===== src/source/rvfi_settings.svh =====
// Retirement tracer build settings
// Data width, stage queue depth and order counter width
`ifndef RVFI_SETTINGS_SVH
`define RVFI_SETTINGS_SVH

// Data and address width
`define RVFI_XLEN 32

// Records held per stage queue
`define RVFI_QUEUE_DEPTH 4

// Retirement order counter width
`define RVFI_ORDER_W 64

`endif


===== src/source/rvfi_pkg.sv =====
// Retirement tracer types
// Instruction word views, opcode and access size encodings, stage records
`include "rvfi_settings.svh"

package rvfi_pkg;

  // Base opcodes of RV32I
  typedef enum logic [6:0] {
    OPC_LUI    = 7'b0110111,
    OPC_AUIPC  = 7'b0010111,
    OPC_JAL    = 7'b1101111,
    OPC_JALR   = 7'b1100111,
    OPC_BRANCH = 7'b1100011,
    OPC_LOAD   = 7'b0000011,
    OPC_STORE  = 7'b0100011,
    OPC_OP_IMM = 7'b0010011,
    OPC_OP     = 7'b0110011,
    OPC_SYSTEM = 7'b1110011
  } opcode_e;

  typedef enum logic [1:0] {
    SIZE_BYTE = 2'b00,
    SIZE_HALF = 2'b01,
    SIZE_WORD = 2'b10
  } mem_size_e;

  // Field view in R-type layout
  // The rd and rs fields sit at the same place in every format
  typedef struct packed {
    logic [6:0] funct7;
    logic [4:0] rs2;
    logic [4:0] rs1;
    logic [2:0] funct3;
    logic [4:0] rd;
    opcode_e    opcode;
  } insn_fields_t;

  typedef union packed {
    logic [31:0]  raw;
    insn_fields_t fields;
  } insn_word_u;

  typedef struct packed {
    logic [`RVFI_XLEN-1:0] pc;
    insn_word_u            insn;
    logic [4:0]            rs1_addr;
    logic [4:0]            rs2_addr;
    logic [`RVFI_XLEN-1:0] rs1_rdata;
    logic [`RVFI_XLEN-1:0] rs2_rdata;
  } id_rec_t;

  typedef struct packed {
    logic                    branch_taken;
    logic [`RVFI_XLEN-1:0]   branch_target;
    logic [`RVFI_XLEN-1:0]   mem_addr;
    logic [`RVFI_XLEN/8-1:0] mem_rmask;
    logic [`RVFI_XLEN/8-1:0] mem_wmask;
    logic [`RVFI_XLEN-1:0]   mem_wdata;
  } ex_rec_t;

  // Zero every byte lane whose mask bit is clear
  function automatic logic [`RVFI_XLEN-1:0] mask_bytes(
    input logic [`RVFI_XLEN-1:0]   data,
    input logic [`RVFI_XLEN/8-1:0] mask
  );
    logic [`RVFI_XLEN-1:0] res;
    for (int i = 0; i < `RVFI_XLEN/8; i++) begin
      res[8*i +: 8] = mask[i] ? data[8*i +: 8] : 8'h00;
    end
    return res;
  endfunction

endpackage


===== src/source/rvfi_queue_if.sv =====
// Record queue link between a stage capture, its FIFO and the retire stage
`timescale 1ns/1ns

interface rvfi_queue_if #(
  parameter int WIDTH = 32
);

  logic             push;
  logic [WIDTH-1:0] push_data;
  logic             pop;
  logic [WIDTH-1:0] pop_data;
  logic             empty;
  logic             full;

  // Capture side with a one-cycle push strobe
  modport producer (
    output push,
    output push_data
  );

  modport store (
    input  push,
    input  push_data,
    input  pop,
    output pop_data,
    output empty,
    output full
  );

  // Retire side reads the head on pop_data
  modport consumer (
    output pop,
    input  pop_data,
    input  empty
  );

endinterface


===== src/source/rvfi_ex_capture.sv =====
// EX-stage capture
// Builds the byte masks, masked write data and branch outcome of the EX record
`timescale 1ns/1ns
`include "rvfi_settings.svh"

module rvfi_ex_capture (
  input  logic                  clk_i,
  input  logic                  ex_valid_i,
  input  logic                  lsu_en_ex_i,
  input  logic                  lsu_we_ex_i,
  input  rvfi_pkg::mem_size_e   lsu_size_ex_i,
  input  logic [`RVFI_XLEN-1:0] data_addr_ex_i,
  input  logic [`RVFI_XLEN-1:0] data_wdata_ex_i,
  input  logic                  branch_taken_ex_i,
  input  logic [`RVFI_XLEN-1:0] branch_target_ex_i,
  rvfi_queue_if.producer        q
);

  localparam int MASK_W = `RVFI_XLEN / 8;

  logic [MASK_W-1:0] size_mask;
  logic [MASK_W-1:0] byte_mask;
  logic [1:0]        align_bits;
  rvfi_pkg::ex_rec_t rec;

  always_comb begin
    case (lsu_size_ex_i)
      rvfi_pkg::SIZE_BYTE: begin
        size_mask  = MASK_W'(4'h1);
        align_bits = 2'b00;
      end
      rvfi_pkg::SIZE_HALF: begin
        size_mask  = MASK_W'(4'h3);
        align_bits = 2'b01;
      end
      rvfi_pkg::SIZE_WORD: begin
        size_mask  = MASK_W'(4'hf);
        align_bits = 2'b11;
      end
      default: begin
        size_mask  = '0;
        align_bits = 2'b11;
      end
    endcase
  end

  // Lanes touched by the access
  assign byte_mask = size_mask << data_addr_ex_i[1:0];

  always_comb begin
    rec.branch_taken  = branch_taken_ex_i;
    rec.branch_target = branch_target_ex_i;
    rec.mem_addr      = lsu_en_ex_i ? data_addr_ex_i : '0;
    rec.mem_rmask     = (lsu_en_ex_i && !lsu_we_ex_i) ? byte_mask : '0;
    rec.mem_wmask     = (lsu_en_ex_i && lsu_we_ex_i) ? byte_mask : '0;
    rec.mem_wdata     = rvfi_pkg::mask_bytes(data_wdata_ex_i, rec.mem_wmask);
  end

  assign q.push      = ex_valid_i;
  assign q.push_data = rec;

  // Misaligned accesses would be split by the LSU, which this tracer does not model
  a_aligned: assert property (@(posedge clk_i)
    ex_valid_i && lsu_en_ex_i |-> (data_addr_ex_i[1:0] & align_bits) == 2'b00);

endmodule


===== src/source/rvfi_id_capture.sv =====
// ID-stage capture
// Works out which source registers the opcode reads and pushes the ID record
`timescale 1ns/1ns
`include "rvfi_settings.svh"

module rvfi_id_capture (
  input  logic                  id_valid_i,
  input  logic [`RVFI_XLEN-1:0] pc_id_i,
  input  rvfi_pkg::insn_word_u  insn_id_i,
  input  logic [`RVFI_XLEN-1:0] operand_a_fw_id_i,
  input  logic [`RVFI_XLEN-1:0] operand_b_fw_id_i,
  rvfi_queue_if.producer        q
);

  rvfi_pkg::opcode_e opcode;
  logic              rs1_used;
  logic              rs2_used;
  logic              opcode_known;
  rvfi_pkg::id_rec_t rec;

  assign opcode = insn_id_i.fields.opcode;

  // U-type and JAL have no rs1 field
  assign rs1_used = !(opcode inside {rvfi_pkg::OPC_LUI,
                                     rvfi_pkg::OPC_AUIPC,
                                     rvfi_pkg::OPC_JAL});

  assign rs2_used = opcode inside {rvfi_pkg::OPC_BRANCH,
                                   rvfi_pkg::OPC_STORE,
                                   rvfi_pkg::OPC_OP};

  assign opcode_known = opcode inside {rvfi_pkg::OPC_LUI, rvfi_pkg::OPC_AUIPC,
                                       rvfi_pkg::OPC_JAL, rvfi_pkg::OPC_JALR,
                                       rvfi_pkg::OPC_BRANCH, rvfi_pkg::OPC_LOAD,
                                       rvfi_pkg::OPC_STORE, rvfi_pkg::OPC_OP_IMM,
                                       rvfi_pkg::OPC_OP, rvfi_pkg::OPC_SYSTEM};

  always_comb begin
    rec.pc        = pc_id_i;
    rec.insn      = insn_id_i;
    rec.rs1_addr  = rs1_used ? insn_id_i.fields.rs1 : 5'd0;
    rec.rs2_addr  = rs2_used ? insn_id_i.fields.rs2 : 5'd0;
    // x0 always reads as zero whatever the forwarding path holds
    rec.rs1_rdata = (rec.rs1_addr != 5'd0) ? operand_a_fw_id_i : '0;
    rec.rs2_rdata = (rec.rs2_addr != 5'd0) ? operand_b_fw_id_i : '0;
  end

  assign q.push      = id_valid_i;
  assign q.push_data = rec;

  // Upstream decode only lets base RV32I opcodes through ID
  a_known_opcode: assert final (!id_valid_i || opcode_known);

endmodule


===== src/source/rvfi_retire.sv =====
// Retire stage of the tracer
// Merges the head ID and EX records with WB data into one registered trace record
`timescale 1ns/1ns
`include "rvfi_settings.svh"

module rvfi_retire (
  input  logic                      clk_i,
  input  logic                      reset_i,
  input  logic                      wb_valid_i,
  input  logic                      rf_we_wb_i,
  input  logic [`RVFI_XLEN-1:0]     rf_wdata_wb_i,
  input  logic [`RVFI_XLEN-1:0]     lsu_rdata_wb_i,
  rvfi_queue_if.consumer            id_q,
  rvfi_queue_if.consumer            ex_q,
  output logic                      rvfi_valid_o,
  output logic [`RVFI_ORDER_W-1:0]  rvfi_order_o,
  output logic [31:0]               rvfi_insn_o,
  output logic [`RVFI_XLEN-1:0]     rvfi_pc_rdata_o,
  output logic [`RVFI_XLEN-1:0]     rvfi_pc_wdata_o,
  output logic [4:0]                rvfi_rs1_addr_o,
  output logic [4:0]                rvfi_rs2_addr_o,
  output logic [`RVFI_XLEN-1:0]     rvfi_rs1_rdata_o,
  output logic [`RVFI_XLEN-1:0]     rvfi_rs2_rdata_o,
  output logic [4:0]                rvfi_rd_addr_o,
  output logic [`RVFI_XLEN-1:0]     rvfi_rd_wdata_o,
  output logic [`RVFI_XLEN-1:0]     rvfi_mem_addr_o,
  output logic [`RVFI_XLEN/8-1:0]   rvfi_mem_rmask_o,
  output logic [`RVFI_XLEN/8-1:0]   rvfi_mem_wmask_o,
  output logic [`RVFI_XLEN-1:0]     rvfi_mem_rdata_o,
  output logic [`RVFI_XLEN-1:0]     rvfi_mem_wdata_o
);

  rvfi_pkg::id_rec_t        id_rec;
  rvfi_pkg::ex_rec_t        ex_rec;
  logic                     rd_valid;
  logic [`RVFI_XLEN-1:0]    pc_next;
  logic [`RVFI_ORDER_W-1:0] order_cnt_q;

  assign id_rec = id_q.pop_data;
  assign ex_rec = ex_q.pop_data;

  // Both heads belong to the instruction now in WB
  assign id_q.pop = wb_valid_i;
  assign ex_q.pop = wb_valid_i;

  assign rd_valid = rf_we_wb_i && (id_rec.insn.fields.rd != 5'd0);
  assign pc_next  = ex_rec.branch_taken ? ex_rec.branch_target
                                        : id_rec.pc + `RVFI_XLEN'(4);

  always_ff @(posedge clk_i) begin
    if (reset_i) begin
      rvfi_valid_o <= 1'b0;
      order_cnt_q  <= '0;
    end else begin
      rvfi_valid_o <= wb_valid_i;
      if (wb_valid_i) begin
        order_cnt_q <= order_cnt_q + 1'b1;
      end
    end
  end

  // Record outputs hold their last value between retirements
  always_ff @(posedge clk_i) begin
    if (wb_valid_i) begin
      rvfi_order_o     <= order_cnt_q;
      rvfi_insn_o      <= id_rec.insn.raw;
      rvfi_pc_rdata_o  <= id_rec.pc;
      rvfi_pc_wdata_o  <= pc_next;
      rvfi_rs1_addr_o  <= id_rec.rs1_addr;
      rvfi_rs2_addr_o  <= id_rec.rs2_addr;
      rvfi_rs1_rdata_o <= id_rec.rs1_rdata;
      rvfi_rs2_rdata_o <= id_rec.rs2_rdata;
      rvfi_rd_addr_o   <= rd_valid ? id_rec.insn.fields.rd : 5'd0;
      rvfi_rd_wdata_o  <= rd_valid ? rf_wdata_wb_i : '0;
      rvfi_mem_addr_o  <= ex_rec.mem_addr;
      rvfi_mem_rmask_o <= ex_rec.mem_rmask;
      rvfi_mem_wmask_o <= ex_rec.mem_wmask;
      rvfi_mem_rdata_o <= rvfi_pkg::mask_bytes(lsu_rdata_wb_i, ex_rec.mem_rmask);
      rvfi_mem_wdata_o <= ex_rec.mem_wdata;
    end
  end

  // EX never runs ahead of ID, so the ID queue holds at least as many records
  a_id_ahead_of_ex: assert property (@(posedge clk_i) disable iff (reset_i)
    !ex_q.empty |-> !id_q.empty);

endmodule


===== src/source/rvfi_stage_fifo.sv =====
// In-order stage record queue
// Circular buffer where a pushed record reaches the head one cycle later
`timescale 1ns/1ns

module rvfi_stage_fifo #(
  parameter int WIDTH = 32,
  parameter int DEPTH = 4
) (
  input  logic        clk_i,
  input  logic        reset_i,
  rvfi_queue_if.store q
);

  localparam int PTR_W = (DEPTH > 1) ? $clog2(DEPTH) : 1;
  localparam int CNT_W = $clog2(DEPTH + 1);

  logic [WIDTH-1:0] mem [DEPTH];
  logic [PTR_W-1:0] wr_ptr_q;
  logic [PTR_W-1:0] rd_ptr_q;
  logic [CNT_W-1:0] count_q;

  function automatic logic [PTR_W-1:0] ptr_next(input logic [PTR_W-1:0] ptr);
    return (ptr == PTR_W'(DEPTH - 1)) ? '0 : ptr + 1'b1;
  endfunction

  assign q.pop_data = mem[rd_ptr_q];
  assign q.empty    = (count_q == '0);
  assign q.full     = (count_q == CNT_W'(DEPTH));

  always_ff @(posedge clk_i) begin
    if (q.push) begin
      mem[wr_ptr_q] <= q.push_data;
    end
  end

  always_ff @(posedge clk_i) begin
    if (reset_i) begin
      wr_ptr_q <= '0;
      rd_ptr_q <= '0;
      count_q  <= '0;
    end else begin
      if (q.push) begin
        wr_ptr_q <= ptr_next(wr_ptr_q);
      end
      if (q.pop) begin
        rd_ptr_q <= ptr_next(rd_ptr_q);
      end
      case ({q.push, q.pop})
        2'b10:   count_q <= count_q + 1'b1;
        2'b01:   count_q <= count_q - 1'b1;
        default: count_q <= count_q;
      endcase
    end
  end

  // A pop in the same cycle frees the slot the push lands in
  a_no_overflow: assert property (@(posedge clk_i) disable iff (reset_i)
    !(q.push && q.full && !q.pop));

  a_no_underflow: assert property (@(posedge clk_i) disable iff (reset_i)
    !(q.pop && q.empty));

endmodule


===== src/source/rvfi_trace.sv =====
// Retirement tracer top level
// Queues ID and EX stage records and emits one RVFI trace record per WB strobe
`timescale 1ns/1ns
`include "rvfi_settings.svh"

module rvfi_trace (
  input  logic                     clk_i,
  input  logic                     reset_i,

  // ID stage
  input  logic                     id_valid_i,
  input  logic [`RVFI_XLEN-1:0]    pc_id_i,
  input  logic [31:0]              insn_id_i,
  input  logic [`RVFI_XLEN-1:0]    operand_a_fw_id_i,
  input  logic [`RVFI_XLEN-1:0]    operand_b_fw_id_i,

  // EX stage
  input  logic                     ex_valid_i,
  input  logic                     lsu_en_ex_i,
  input  logic                     lsu_we_ex_i,
  input  logic [1:0]               lsu_size_ex_i,
  input  logic [`RVFI_XLEN-1:0]    data_addr_ex_i,
  input  logic [`RVFI_XLEN-1:0]    data_wdata_ex_i,
  input  logic                     branch_taken_ex_i,
  input  logic [`RVFI_XLEN-1:0]    branch_target_ex_i,

  // WB stage
  input  logic                     wb_valid_i,
  input  logic                     rf_we_wb_i,
  input  logic [`RVFI_XLEN-1:0]    rf_wdata_wb_i,
  input  logic [`RVFI_XLEN-1:0]    lsu_rdata_wb_i,

  // Trace record
  output logic                     rvfi_valid_o,
  output logic [`RVFI_ORDER_W-1:0] rvfi_order_o,
  output logic [31:0]              rvfi_insn_o,
  output logic [`RVFI_XLEN-1:0]    rvfi_pc_rdata_o,
  output logic [`RVFI_XLEN-1:0]    rvfi_pc_wdata_o,
  output logic [4:0]               rvfi_rs1_addr_o,
  output logic [4:0]               rvfi_rs2_addr_o,
  output logic [`RVFI_XLEN-1:0]    rvfi_rs1_rdata_o,
  output logic [`RVFI_XLEN-1:0]    rvfi_rs2_rdata_o,
  output logic [4:0]               rvfi_rd_addr_o,
  output logic [`RVFI_XLEN-1:0]    rvfi_rd_wdata_o,
  output logic [`RVFI_XLEN-1:0]    rvfi_mem_addr_o,
  output logic [`RVFI_XLEN/8-1:0]  rvfi_mem_rmask_o,
  output logic [`RVFI_XLEN/8-1:0]  rvfi_mem_wmask_o,
  output logic [`RVFI_XLEN-1:0]    rvfi_mem_rdata_o,
  output logic [`RVFI_XLEN-1:0]    rvfi_mem_wdata_o
);

  localparam int ID_W = $bits(rvfi_pkg::id_rec_t);
  localparam int EX_W = $bits(rvfi_pkg::ex_rec_t);

  rvfi_queue_if #(.WIDTH(ID_W)) id_q ();
  rvfi_queue_if #(.WIDTH(EX_W)) ex_q ();

  rvfi_stage_fifo #(.WIDTH(ID_W), .DEPTH(`RVFI_QUEUE_DEPTH)) id_fifo_i (
    .clk_i   (clk_i),
    .reset_i (reset_i),
    .q       (id_q.store)
  );

  rvfi_stage_fifo #(.WIDTH(EX_W), .DEPTH(`RVFI_QUEUE_DEPTH)) ex_fifo_i (
    .clk_i   (clk_i),
    .reset_i (reset_i),
    .q       (ex_q.store)
  );

  rvfi_id_capture id_capture_i (
    .id_valid_i        (id_valid_i),
    .pc_id_i           (pc_id_i),
    .insn_id_i         (insn_id_i),
    .operand_a_fw_id_i (operand_a_fw_id_i),
    .operand_b_fw_id_i (operand_b_fw_id_i),
    .q                 (id_q.producer)
  );

  rvfi_ex_capture ex_capture_i (
    .clk_i              (clk_i),
    .ex_valid_i         (ex_valid_i),
    .lsu_en_ex_i        (lsu_en_ex_i),
    .lsu_we_ex_i        (lsu_we_ex_i),
    .lsu_size_ex_i      (rvfi_pkg::mem_size_e'(lsu_size_ex_i)),
    .data_addr_ex_i     (data_addr_ex_i),
    .data_wdata_ex_i    (data_wdata_ex_i),
    .branch_taken_ex_i  (branch_taken_ex_i),
    .branch_target_ex_i (branch_target_ex_i),
    .q                  (ex_q.producer)
  );

  rvfi_retire retire_i (
    .clk_i            (clk_i),
    .reset_i          (reset_i),
    .wb_valid_i       (wb_valid_i),
    .rf_we_wb_i       (rf_we_wb_i),
    .rf_wdata_wb_i    (rf_wdata_wb_i),
    .lsu_rdata_wb_i   (lsu_rdata_wb_i),
    .id_q             (id_q.consumer),
    .ex_q             (ex_q.consumer),
    .rvfi_valid_o     (rvfi_valid_o),
    .rvfi_order_o     (rvfi_order_o),
    .rvfi_insn_o      (rvfi_insn_o),
    .rvfi_pc_rdata_o  (rvfi_pc_rdata_o),
    .rvfi_pc_wdata_o  (rvfi_pc_wdata_o),
    .rvfi_rs1_addr_o  (rvfi_rs1_addr_o),
    .rvfi_rs2_addr_o  (rvfi_rs2_addr_o),
    .rvfi_rs1_rdata_o (rvfi_rs1_rdata_o),
    .rvfi_rs2_rdata_o (rvfi_rs2_rdata_o),
    .rvfi_rd_addr_o   (rvfi_rd_addr_o),
    .rvfi_rd_wdata_o  (rvfi_rd_wdata_o),
    .rvfi_mem_addr_o  (rvfi_mem_addr_o),
    .rvfi_mem_rmask_o (rvfi_mem_rmask_o),
    .rvfi_mem_wmask_o (rvfi_mem_wmask_o),
    .rvfi_mem_rdata_o (rvfi_mem_rdata_o),
    .rvfi_mem_wdata_o (rvfi_mem_wdata_o)
  );

endmodule

===== config.mk =====
export PLATFORM = sky130hd
export DESIGN_NAME = rvfi_trace
export DESIGN_NICKNAME = d
export VERILOG_FILES = /design/src/source/rvfi_pkg.sv /design/src/source/rvfi_queue_if.sv /design/src/source/rvfi_ex_capture.sv /design/src/source/rvfi_id_capture.sv /design/src/source/rvfi_retire.sv /design/src/source/rvfi_stage_fifo.sv /design/src/source/rvfi_trace.sv
export VERILOG_INCLUDE_DIRS = /design/src /design/src/source
export SDC_FILE = /design/constraint.sdc
export NUM_CORES = 1
export LEC_CHECK = 0
export ABC_CLOCK_PERIOD_IN_PS = 5100
export BUFFER_PORTS_ARGS = -buffer_cell sky130_fd_sc_hd__buf_2
export CORE_AREA = 2 2 440 486
export CTS_BUF_LIST = sky130_fd_sc_hd__clkbuf_8
export DETAILED_ROUTE_END_ITERATION = 16
export DIE_AREA = 0 0 442 488
export PLACE_DENSITY = 0.42
export REMOVE_ABC_BUFFERS = 1
export SLEW_MARGIN = 20
export SYNTH_ARGS = -nofsm -noshare
export SYNTH_HDL_FRONTEND = slang
export SYNTH_SLANG_ARGS = --single-unit

===== constraint.sdc =====
create_clock -name clk_i -period 5.1 [get_ports clk_i]
set_input_delay 1.02 -clock clk_i [delete_from_list [all_inputs] [get_ports clk_i]]
set_output_delay 1.02 -clock clk_i [all_outputs]
set_load 0.05 [all_outputs]

==> out/qor.csv, run 1 <==
stage,metric,value,unit
run_status,status,"complete, no violations",
clock_network,Hold Buf Count CTS,0,
sta,clk_skew,0.07848,ns
synth,synth unique cells,41,
run,maxcap violations,0,
synth,"flops & latches, synth",1424,
drt,drt first pass iters,5,
global_routing,vias in the first global route,28196,
cells_and_area,layout net count,3675,
placement,DP Wirelength,96200,um
global_routing,GRT Util Overall,13.28,%
setup_path,required time worst endpoint,5.93,ns
min_path,hold path depth,1,
sta,Max-slew headroom,28.28,%
sta,Final Setup Violations,0,
synth,largest family of logic cells by synthesized area,multiplexers,
drt,vias per cell,4.211,
synth,XOR/XNOR Fraction of Synth Area,0.6188,%
setup_path,CP Launch Type,register,
cells_and_area,share of cells above drive strength 1,36.33,%
global_routing,initial antenna violation count,80,
setup_path,CP Max Fanout,47,
clock_network,clk_lat worst skew,0.99,ns
synth,cell count after synthesis,2497,
clock_network,post-cts sizing count,0,
sta,Final period util,67.91,%
global_routing,wire length of the first global-routing pass,207300,um
sta,Final Hold Viols,0,
clock_network,clock-pin transition on the worst setup and hold timing paths,0.07,ns
placement,PortBufs,674,
sta,unrepaired setup endpoints after global routing,no,
floorplan,die height,488,um
floorplan,die footprint,215700,um^2
clock_network,CTS Root Cell,clkbuf_8,
clock_network,Num CTS Buffers,240,
min_path,WHS Endpoint,ex_fifo_i.mem[3][75],
pwr,cell area power density,416.8,nW/um^2
sta,fin. max-slew vios,0,
setup_path,reg2reg setup slack,1.64,ns
pwr,Pleak,21.83,nW
cells_and_area,area delta synth->final,22.41,%
pwr,Final Total Pwr,0.02672,W
drt,Post-DRT Antenna Nets,0,
sta,FMAX,0.2887,GHz
synth,top cell type's share of synthesized area,77.23,%
setup_path,endpoint class of the critical path,register,
synth,post-synthesis adder-cell area fraction,0.3345,%
sta,Worst-Margin Slew,1.076,ns
drt,Post-Route WL,144900,um
setup_path,worst reg2reg path endpoint,retire_i.rvfi_pc_wdata_o[26],
min_path,Worst Hold Class,in2reg,
synth,Post-Synth Simple-Gate Area,5.715,%
drt,drt wl/cell,22.80,um
setup_path,"Data arrival, critical path",4.29,ns
floorplan,area of the core,210600,um^2
drt,via count,26762,
global_routing,largest net degree at the start of global routing,98,
synth,mux contribution to synthesized area,11.23,%
global_routing,global route overflow,0,
synth,Async SR Flop Fraction,0,%
synth,sequential fraction of the synthesis area,80.18,%
clock_network,# clock sinks,1424,
synth,Compound-Gate Fraction of Synth Area,0.8864,%
synth,Most used DFF post-synth,edfxtp_1,
floorplan,Site Rows,177,
synth,top post-synthesis cells by area,"edfxtp_1 77%, mux4_2 10%, dfxtp_1 2.9%",
synth,"EDFF count, synth",1347,
floorplan,Starting Density,24.87,%
synth,Avg Synthesized Cell Area,20.97,um^2
clock_network,Max clock buf depth,3,
setup_path,WS Path Type,reg2reg,
drt,Starting DRT DRC Count,1354,
clock_network,Post-CTS Repair Setup Buffers,0,
sta,final hold slack,0.2461,ns
clock_network,Max H-tree Level,4,
placement,GP Congestion,0.7556,
sta,fin crit period,3.463,ns
synth,Post-Syn Area,52370,um^2
floorplan,IO Count,675,
setup_path,FF-to-FF path depth,6,
pwr,Max IR drop VDD,0.0002069,V
drt,drt drc,0,
floorplan,chip width,442,um
cells_and_area,Final Util,30.44,%
synth,YS warnings,0,
min_path,Hold Startpoint,branch_target_ex_i[3],
clock_network,CTS tree,yes,
synth,Synth area leader,edfxtp_1,
-- layer usage --
layer,up-vias,share of wire [%],track usage [%]
li1,11834,-,-
met5,-,0.34,0
met2,926,48,21.62
met1,13564,39,15.23
met3,358,10,6.432
met4,80,2.9,4.457
-- cell usage after synthesis, types with 4 or more instances --
master and n:
inv_1 24, nand4_1 14, nand3_1 29, o21a_1 4
mux2_2 5, ha_1 14, o21ai_1 5, nor4_1 17
o31ai_1 11, buf_2 21, a31oi_1 15, dfxtp_1 77
and4_1 9, mux4_2 237, a21oi_1 16, buf_6 4
xnor2_1 30, o21ai_0 29, xor2_1 7, or2_2 5
or4_1 21, nor3_1 29, clkbuf_1 56, edfxtp_1 1347
nor2b_1 22, and3_1 4, and2_1 216, buf_1 17
nor2_1 93, mux2_1 22, or3_1 18, mux2i_1 11
nand2_1 56, mux4_1 5
-- layout by cell type (no fill, tap or decap), types with 30 or more instances in the layout --
master	synthesis	layout
and2_1	216	208
buf_2	21	672
buf_4	1	37
clkbuf_8	0	243
clkinv_1	0	74
clkinv_2	0	34
dfxtp_1	77	73
edfxtp_1	1347	1347
inv_1	24	93
mux4_2	237	237
nand2_1	56	56
nor2_1	93	93
xnor2_1	30	30
-- critical path, cell delays in order, from the launching register on --
cell     delay [ns]
dfxtp_4        0.88
mux4_2         0.42
ha_1           0.22
nand2_1        0.14
or4_1          0.81
or4_1          0.60
a31oi_1        0.20
-- logic make-up after synthesis --
family,after synthesis
buf+inv,124
mux,280
simple gates,537
flops,1424
xor+xnor,37
compound gates,81
fa+ha+maj,14
-- metrics by stage --
step                      setup TNS (ns)  area (um^2)  instances  setup slack, ns
after floorplan                  -413.67        51920       2397           -3.433
after global placement                 0        59360       5894            1.422
after detailed placement               0        59360       5894            1.397
after CTS                              0        64090       6347            1.519
after global routing                   0        64100       6352            1.353
final                                  0        64110       6356            1.637
-- worst max path at each step --
stage	from	endpoint	cells past startpoint
2_1_floorplan	register	retire_i.rvfi_pc_wdata_o[31]	5
3_3_place_gp	wb_valid_i	retire_i.order_cnt_q[63]	5
3_5_place_dp	wb_valid_i	retire_i.order_cnt_q[57]	5
4_1_cts	register	retire_i.rvfi_pc_wdata_o[26]	6
5_1_grt	register	retire_i.rvfi_pc_wdata_o[26]	6
6_report	register	retire_i.rvfi_pc_wdata_o[26]	6
-- power breakdown --
| part | internal (W) | leakage (nW) | switching [W] |
|---|---|---|---|
| Combinational | 0.000826 | 5.95 | 0.00206 |
| Sequential | 0.0135 | 13.2 | 0.000228 |
| Clock | 0.00521 | 2.67 | 0.00485 |
-- state kept, by name, summed over array words and instances (netlist names), 5 cells and up, named ones only --
signal / cells
id_fifo_i.mem: 552
ex_fifo_i.mem: 420
retire_i.order_cnt_q: 64
retire_i.rvfi_order_o: 64
retire_i.rvfi_insn_o: 32
retire_i.rvfi_mem_addr_o: 32
retire_i.rvfi_mem_rdata_o: 32
retire_i.rvfi_mem_wdata_o: 32
retire_i.rvfi_pc_rdata_o: 32
retire_i.rvfi_pc_wdata_o: 32
retire_i.rvfi_rd_wdata_o: 32
retire_i.rvfi_rs1_rdata_o: 32
retire_i.rvfi_rs2_rdata_o: 32
retire_i.rvfi_rd_addr_o: 5
retire_i.rvfi_rs1_addr_o: 5
retire_i.rvfi_rs2_addr_o: 5
-- final cells by class --
| cell class | instances | area, um^2 |
|---|---|---|
| clock buffers | 243 | 3344 |
| fillers | 20801 | 146500 |
| clock inverters | 210 | 1380 |
| flip-flops and latches | 1424 | 42010 |
| diodes | 9 | 22.52 |
| inverters | 24 | 90.09 |
| well taps | 2774 | 3471 |
| repair buffers | 723 | 3916 |
| multi-input cells | 949 | 9878 |
Note: power is estimated with default switching activity, not from simulation.
==> run 2, diff against run 1 <==
--- a/config.mk
+++ b/config.mk
@@ -6,13 +6,13 @@
 export SDC_FILE = /design/constraint.sdc
 export NUM_CORES = 1
 export LEC_CHECK = 0
-export ABC_CLOCK_PERIOD_IN_PS = 5100
+export ABC_CLOCK_PERIOD_IN_PS = 3010
 export BUFFER_PORTS_ARGS = -buffer_cell sky130_fd_sc_hd__buf_2
 export CORE_AREA = 2 2 440 486
 export CTS_BUF_LIST = sky130_fd_sc_hd__clkbuf_8
 export DETAILED_ROUTE_END_ITERATION = 16
 export DIE_AREA = 0 0 442 488
-export PLACE_DENSITY = 0.42
+export PLACE_DENSITY = 0.43
 export REMOVE_ABC_BUFFERS = 1
 export SLEW_MARGIN = 20
 export SYNTH_ARGS = -nofsm -noshare
==> constraint.sdc (replaced) <==
create_clock -name clk_i -period 3.01 [get_ports clk_i]
set_input_delay 0.602 -clock clk_i [delete_from_list [all_inputs] [get_ports clk_i]]
set_output_delay 0.602 -clock clk_i [all_outputs]
set_load 0.05 [all_outputs]
==> out/qor.csv, run 2 (synthesis gave the netlist of run 1 again) <==
stage,metric,value,unit,change
run_status,status,"complete, no violations",,
floorplan,Starting Density,24.87,%,unchanged
sta,fin. max-slew vios,0,,unchanged
global_routing,initial antenna violation count,28,,-65%
floorplan,IO Count,675,,unchanged
drt,drt first pass iters,5,,unchanged
cells_and_area,Fill cells,20523,,-1.3%
setup_path,reg2reg setup slack,0.24,ns,-1.40 ns
pwr,Clock Power Share,37.0,%,-0.7 points
pwr,Psw,0.01201,W,+68%
clock_network,CTS tree,yes,,
cells_and_area,max reg flops,552,,unchanged
setup_path,Critical Path Sink,retire_i.rvfi_pc_wdata_o[26],,
setup_path,worst reg2reg path endpoint,retire_i.rvfi_pc_wdata_o[26],,
pwr,combinational share of power,11.9,%,+1.1 points
drt,drt drc,0,,unchanged
global_routing,largest net degree at the start of global routing,118,,+20%
global_routing,global route overflow,0,,unchanged
clock_network,clk_lat worst skew,0.99,ns,about the same
setup_path,max incr delay on CP,0.60,ns,-0.28 ns
drt,Post-Route WL,142500,um,-1.6%
drt,via count,27778,,+3.8%
drt,drt wl/cell,21.24,um,-6.8%
sta,clk_skew,0.05853,ns,-0.01995 ns
setup_path,"Data arrival, critical path",3.60,ns,-0.69 ns
setup_path,slowest CP cell,or4_1,,
setup_path,endpoint class of the critical path,register,,
clock_network,clock-pin transition on the worst setup and hold timing paths,0.06,ns,about the same
clock_network,Max H-tree Level,4,,unchanged
pwr,P_int,0.03355,W,+71%
sta,Worst-Margin Slew,0.9115,ns,-0.1643 ns
clock_network,CTS Root Cell,clkbuf_8,,
sta,fin crit period,2.772,ns,-0.6916 ns
run,maxcap violations,0,,unchanged
cells_and_area,"most common cell after layout, fill and taps aside",edfxtp_1,,
pwr,Max IR drop VDD,0.0003466,V,+68%
placement,PortBufs,674,,unchanged
sta,unrepaired setup endpoints after global routing,no,,
floorplan,die height,488,um,unchanged
placement,dpl cells,5965,,+1.2%
global_routing,wire length of the first global-routing pass,207400,um,about the same
placement,DP Wirelength,94780,um,-1.5%
setup_path,WS Path Type,reg2reg,,
cells_and_area,most frequent cells in the layout,"1347 x edfxtp_1, 672 x buf_2, 295 x dlygate4sd3_1",,
cells_and_area,"Most flops, register",id_fifo_i.mem,,
placement,GP Congestion,0.7346,,-2.8%
cells_and_area,Non-Filler Instances,6711,,+5.6%
clock_network,Max clock buf depth,3,,unchanged
setup_path,required time worst endpoint,3.84,ns,-2.09 ns
floorplan,die footprint,215700,um^2,unchanged
floorplan,chip width,442,um,unchanged
setup_path,CP Launch Type,register,,
min_path,Worst Hold Class,in2reg,,
cells_and_area,layout net count,4039,,+9.9%
sta,Final Setup Violations,0,,unchanged
pwr,switch share,26.36,%,-0.38 points
cells_and_area,Final Util,32.22,%,+1.8 points
sta,Final Hold Viols,0,,unchanged
global_routing,GRT Util Overall,13.07,%,-0.21 points
floorplan,area of the core,210600,um^2,unchanged
sta,Final period util,92.08,%,+24 points
clock_network,Num CTS Buffers,238,,-0.83%
clock_network,# clock sinks,1424,,unchanged
cells_and_area,share of cells above drive strength 1,34.90,%,-1.4 points
pwr,cell area power density,671.6,nW/um^2,+61%
sta,Max-slew headroom,39.23,%,+11 points
setup_path,crit path cell chain,buf_4 > mux4_2 > nand3_4 > or4_1 > buf_4 > or4_1 > a31oi_1,,
drt,vias per cell,4.139,,-1.7%
setup_path,FF-to-FF path depth,7,,+1
setup_path,CP Max Fanout,16,,-66%
drt,Starting DRT DRC Count,1457,,+7.6%
pwr,Pleak,23.49,nW,+7.6%
cells_and_area,area delta synth->final,29.56,%,
global_routing,vias in the first global route,29359,,+4.1%
drt,Post-DRT Antenna Nets,0,,unchanged
cells_and_area,largest registers,"id_fifo_i.mem x552, ex_fifo_i.mem x420",,
sta,final hold slack,0.2463,ns,+0.0002010 ns
pwr,Flop pwr share,51.1,%,-0.4 points
floorplan,Site Rows,177,,unchanged
sta,FMAX,0.3608,GHz,+25%
==> run 2: cell count changes in the layout (fill, tap and decap cells not counted), sizes merged <==
cell and delta:
diode +5, clkbuf +6, inv +5, bufinv -1, dlygate4sd3 +295, clkinv -25, clkinvlp -1, buf +71
==> run 2: cell type report <==
cell class                 count  area [um^2]  area share, %
antenna                       14        35.03        0.05163
multi-input combinational    949         9876          14.56
sequential                  1424        42010          61.91
timing repair buffer        1089         7715          11.37
clock buffer                 249         3427          5.051
inverter                      24        90.09         0.1328
tap                         2774         3471          5.115
clock inverter               188         1231          1.815
==> run 2: what timing repair did <==
action                                  4_1_cts  5_1_grt
endpoints found under the setup margin        0        0
endpoints found under the hold margin      1019        0
setup buffers                                 0        0
hold buffers                                295        0
resized for setup                             0        0
==> run 2: per-layer routing <==
layer	vias up	part of all wire (%)	track usage [%]
met5	-	0.077	0
met4	16	2.6	4.149
met3	238	7.3	4.678
met2	799	48	21.33
met1	14168	42	16.10
li1	12557	-	-
==> run 2: critical path, delay by kind of cell (launching register included) <==
family	cells	cell delay, ns
and+or+nand+nor	3	1.21
DFF	1	0.43
buffers and inverters	2	0.42
muxes	1	0.37
AOI/OAI and AO/OA	1	0.18
==> run 2: how the worst min path moves through the flow <==
stage	endpoint	start	depth (start not counted)
floorplan	retire_i.rvfi_order_o[63]	retire_i.order_cnt_q[63]	0
global placement	retire_i.rvfi_order_o[63]	retire_i.order_cnt_q[63]	0
detailed placement	retire_i.rvfi_order_o[63]	retire_i.order_cnt_q[63]	0
CTS	ex_fifo_i.mem[0][36]	lsu_size_ex_i[0]	3
global route	ex_fifo_i.mem[0][36]	lsu_size_ex_i[0]	3
finish	ex_fifo_i.mem[1][36]	lsu_size_ex_i[0]	3
==> run 2: power groups by stage <==
| stage | Sequential [W] | Combinational (W) | Clock (W) |
|---|---|---|---|
| floorplan | 0.0254 | 0.00156 | 0 |
| global placement | 0.0237 | 0.00522 | 0 |
| detailed placement | 0.0237 | 0.00523 | 0 |
| CTS | 0.0233 | 0.00557 | 0.0177 |
| global route | 0.0234 | 0.00578 | 0.0185 |
| finish | 0.0233 | 0.00541 | 0.0169 |
==> run 2: stage by stage <==
| step | setup TNS (ns) | total power [W] | instance area (um^2) | setup WS (ns) |
|---|---|---|---|---|
| after global placement | 0 | 0.02891 | 60200 | 0.1321 |
| after CTS | 0 | 0.04655 | 67820 | 0.1227 |
| after floorplan | -1964.56 | 0.02698 | 51920 | -5.523 |
| final | 0 | 0.04557 | 67850 | 0.2383 |
| after global routing | 0 | 0.04763 | 67850 | 0.04651 |
| after detailed placement | 0 | 0.02893 | 60200 | 0.1383 |
==> run 3, diff against run 2 <==
--- a/config.mk
+++ b/config.mk
@@ -6,13 +6,13 @@
 export SDC_FILE = /design/constraint.sdc
 export NUM_CORES = 1
 export LEC_CHECK = 0
-export ABC_CLOCK_PERIOD_IN_PS = 3010
+export ABC_CLOCK_PERIOD_IN_PS = 2800
 export BUFFER_PORTS_ARGS = -buffer_cell sky130_fd_sc_hd__buf_2
 export CORE_AREA = 2 2 440 486
 export CTS_BUF_LIST = sky130_fd_sc_hd__clkbuf_8
 export DETAILED_ROUTE_END_ITERATION = 16
 export DIE_AREA = 0 0 442 488
-export PLACE_DENSITY = 0.43
+export PLACE_DENSITY = 0.42
 export REMOVE_ABC_BUFFERS = 1
 export SLEW_MARGIN = 20
 export SYNTH_ARGS = -nofsm -noshare
==> constraint.sdc (replaced) <==
create_clock -name clk_i -period 2.8 [get_ports clk_i]
set_input_delay 0.56 -clock clk_i [delete_from_list [all_inputs] [get_ports clk_i]]
set_output_delay 0.56 -clock clk_i [all_outputs]
set_load 0.05 [all_outputs]
==> out/qor.csv, run 3 (synthesis gave the netlist of run 1 again) <==
stage,metric,value,unit,change
sta,Worst-Margin Slew,0.9043,ns,-0.007216 ns
global_routing,global route overflow,0,,unchanged
drt,Post-Route WL,147800,um,+3.7%
cells_and_area,layout net count,4092,,+1.3%
drt,drt drc,0,,unchanged
placement,dpl cell area,60270,um^2,+0.10%
setup_path,"Data arrival, critical path",3.45,ns,-0.15 ns
setup_path,slowest CP cell,or4_1,,
sta,Final Hold Viols,0,,unchanged
global_routing,initial antenna violation count,54,,+93%
sta,fin. max-slew vios,0,,unchanged
drt,Starting DRT DRC Count,1540,,+5.7%
cells_and_area,largest registers,"id_fifo_i.mem x552, ex_fifo_i.mem x420",,
min_path,Worst Hold Class,in2reg,,
pwr,Psw,0.01304,W,+8.5%
setup_path,Crit path max-delay family,simple AND/OR/NAND/NOR gates,,
cells_and_area,Non-Filler Instances,6753,,+0.63%
sta,TNS Setup,0,ns,unchanged
sta,clk_skew,0.09260,ns,+0.03407 ns
clock_network,clk_lat worst skew,1.01,ns,+0.02 ns
cells_and_area,area occupied by multi-input gates,9882,um^2,about the same
placement,GP Congestion,0.7443,,+1.3%
setup_path,endpoint class of the critical path,register,,
drt,vias per cell,4.178,,+0.94%
run,maxcap violations,0,,unchanged
global_routing,vias in the first global route,30250,,+3.0%
sta,Final Setup Violations,0,,unchanged
pwr,P_int,0.03697,W,+10%
placement,"worst slack, placed",-0.09425,ns,-0.2326 ns
setup_path,max incr delay on CP,0.52,ns,-0.08 ns
floorplan,IO Count,675,,unchanged
drt,Post-DRT Antenna Nets,0,,unchanged
sta,post-route setup slack,0.1700,ns,-0.06831 ns
placement,DP Wirelength,99000,um,+4.5%
floorplan,die height,488,um,unchanged
cells_and_area,most frequent cells in the layout,"1347 x edfxtp_1, 672 x buf_2, 296 x dlygate4sd3_1",,
sta,FMAX,0.3802,GHz,+5.4%
pwr,cell area power density,732.3,nW/um^2,+9.0%
placement,dpl cells,5973,,+0.13%
drt,drt wl/cell,21.89,um,+3.1%
clock_network,Num CTS Buffers,275,,+16%
cells_and_area,max reg flops,552,,unchanged
drt,via count,28214,,+1.6%
global_routing,wire length of the first global-routing pass,213600,um,+3.0%
floorplan,area of the core,210600,um^2,unchanged
cells_and_area,area delta synth->final,30.40,%,
pwr,Clock Power Share,38.2,%,+1.2 points
sta,Final period util,93.93,%,+1.8 points
cells_and_area,Final Cell Area,68290,um^2,+0.65%
pwr,combinational share of power,11.8,%,about the same
pwr,Pleak,23.67,nW,+0.78%
global_routing,GRT Util Overall,13.55,%,+0.48 points
clock_network,CTS tree,yes,,
sta,final hold slack,0.2538,ns,+0.007554 ns
pwr,Flop pwr share,50.0,%,-1.1 points
cells_and_area,"Most flops, register",id_fifo_i.mem,,
cells_and_area,"most common cell after layout, fill and taps aside",edfxtp_1,,
setup_path,CP Buf/Inv Count,2,,unchanged
sta,unrepaired setup endpoints after global routing,no,,
placement,PortBufs,674,,unchanged
clock_network,Max H-tree Level,5,,+1
setup_path,CP Launch Type,register,,
clock_network,# clock sinks,1424,,unchanged
cells_and_area,Fill cells,20487,,-0.18%
global_routing,largest net degree at the start of global routing,87,,-26%
clock_network,CTS Root Cell,clkbuf_8,,
floorplan,Site Rows,177,,unchanged
floorplan,chip width,442,um,unchanged
cells_and_area,FF+latch area,42010,um^2,unchanged
cells_and_area,share of cells above drive strength 1,35.56,%,+0.66 points
setup_path,"most used cell, CP",or4_1,,
run_status,status,"complete, no violations",,
sta,Max-slew headroom,39.71,%,+0.48 points
floorplan,die footprint,215700,um^2,unchanged
sta,fin crit period,2.630,ns,-0.1417 ns
floorplan,Starting Density,24.87,%,unchanged
setup_path,crit path cell chain,buf_12 > mux4_1 > nand4_4 > or4_1 > buf_4 > or4_1 > a31oi_1,,
clock_network,Max clock buf depth,4,,+1
pwr,switch share,26.07,%,-0.29 points
clock_network,clock-pin transition on the worst setup and hold timing paths,0.05,ns,about the same
setup_path,CP Max Fanout,17,,+1
pwr,Max IR drop VDD,0.0004108,V,+19%
setup_path,WS Path Type,reg2reg,,
drt,drt first pass iters,5,,unchanged
setup_path,required time worst endpoint,3.62,ns,-0.22 ns
run 3: tightest hold or removal path, stage by stage:
cell	delay, ns
buf_2	0.09
ha_1	0.13
mux2_2	0.16
nor3_1	0.08
run 3: power groups by stage:
stage | combinational, W | sequential (W) | clock (W)
final | 0.00590 | 0.0250 | 0.0191
after global routing | 0.00629 | 0.0251 | 0.0209
after CTS | 0.00606 | 0.0251 | 0.0200
after detailed placement | 0.00564 | 0.0255 | 0
after global placement | 0.00564 | 0.0255 | 0
after floorplan | 0.00167 | 0.0273 | 0
run 3: cell type report:
type | count | share of cell area, %
Clock buffer | 281 | 5.663
Timing Repair Buffer | 1105 | 11.51
Multi-Input combinational cell | 949 | 14.47
Inverter | 24 | 0.1319
Tap cell | 2774 | 5.082
Antenna cell | 22 | 0.08061
Sequential cell | 1424 | 61.51
Clock inverter | 174 | 1.554
run 3: what timing repair did:
item | in CTS | in global routing
pin swaps | 0 | 0
hold endpoints to repair | 1068 | 0
endpoints found under the setup margin | 4 | 3
cloned | 0 | 0
setup buffers | 7 | 0
hold buffers | 296 | 0
resized for setup | 0 | 2
run 3: through the flow:
| step | util, % | total power [W] |
|---|---|---|
| global route | 32.42 | 0.05235 |
| detailed placement | 28.62 | 0.03114 |
| finish | 32.43 | 0.05001 |
| global placement | 28.62 | 0.03112 |
| floorplan | - | 0.02900 |
| CTS | 32.40 | 0.05116 |
run 3: layer usage:
layer	wire, um	track usage [%]
met1	59770	15.98
met2	70460	22.15
met3	13400	5.804
met4	4009	4.497
met5	195	0
run 3: path summary, 6_finish.rpt:
kind | startpoint | to | slack [ns] | depth (start not counted)
min reg2reg | retire_i.order_cnt_q[63] | retire_i.rvfi_order_o[63] | 0.48 | 0
max | register | retire_i.rvfi_pc_wdata_o[31] | 0.17 | 7
min | lsu_size_ex_i[1] | ex_fifo_i.mem[0][37] | 0.25 | 4
max reg2reg | register | retire_i.rvfi_pc_wdata_o[31] | 0.17 | 7
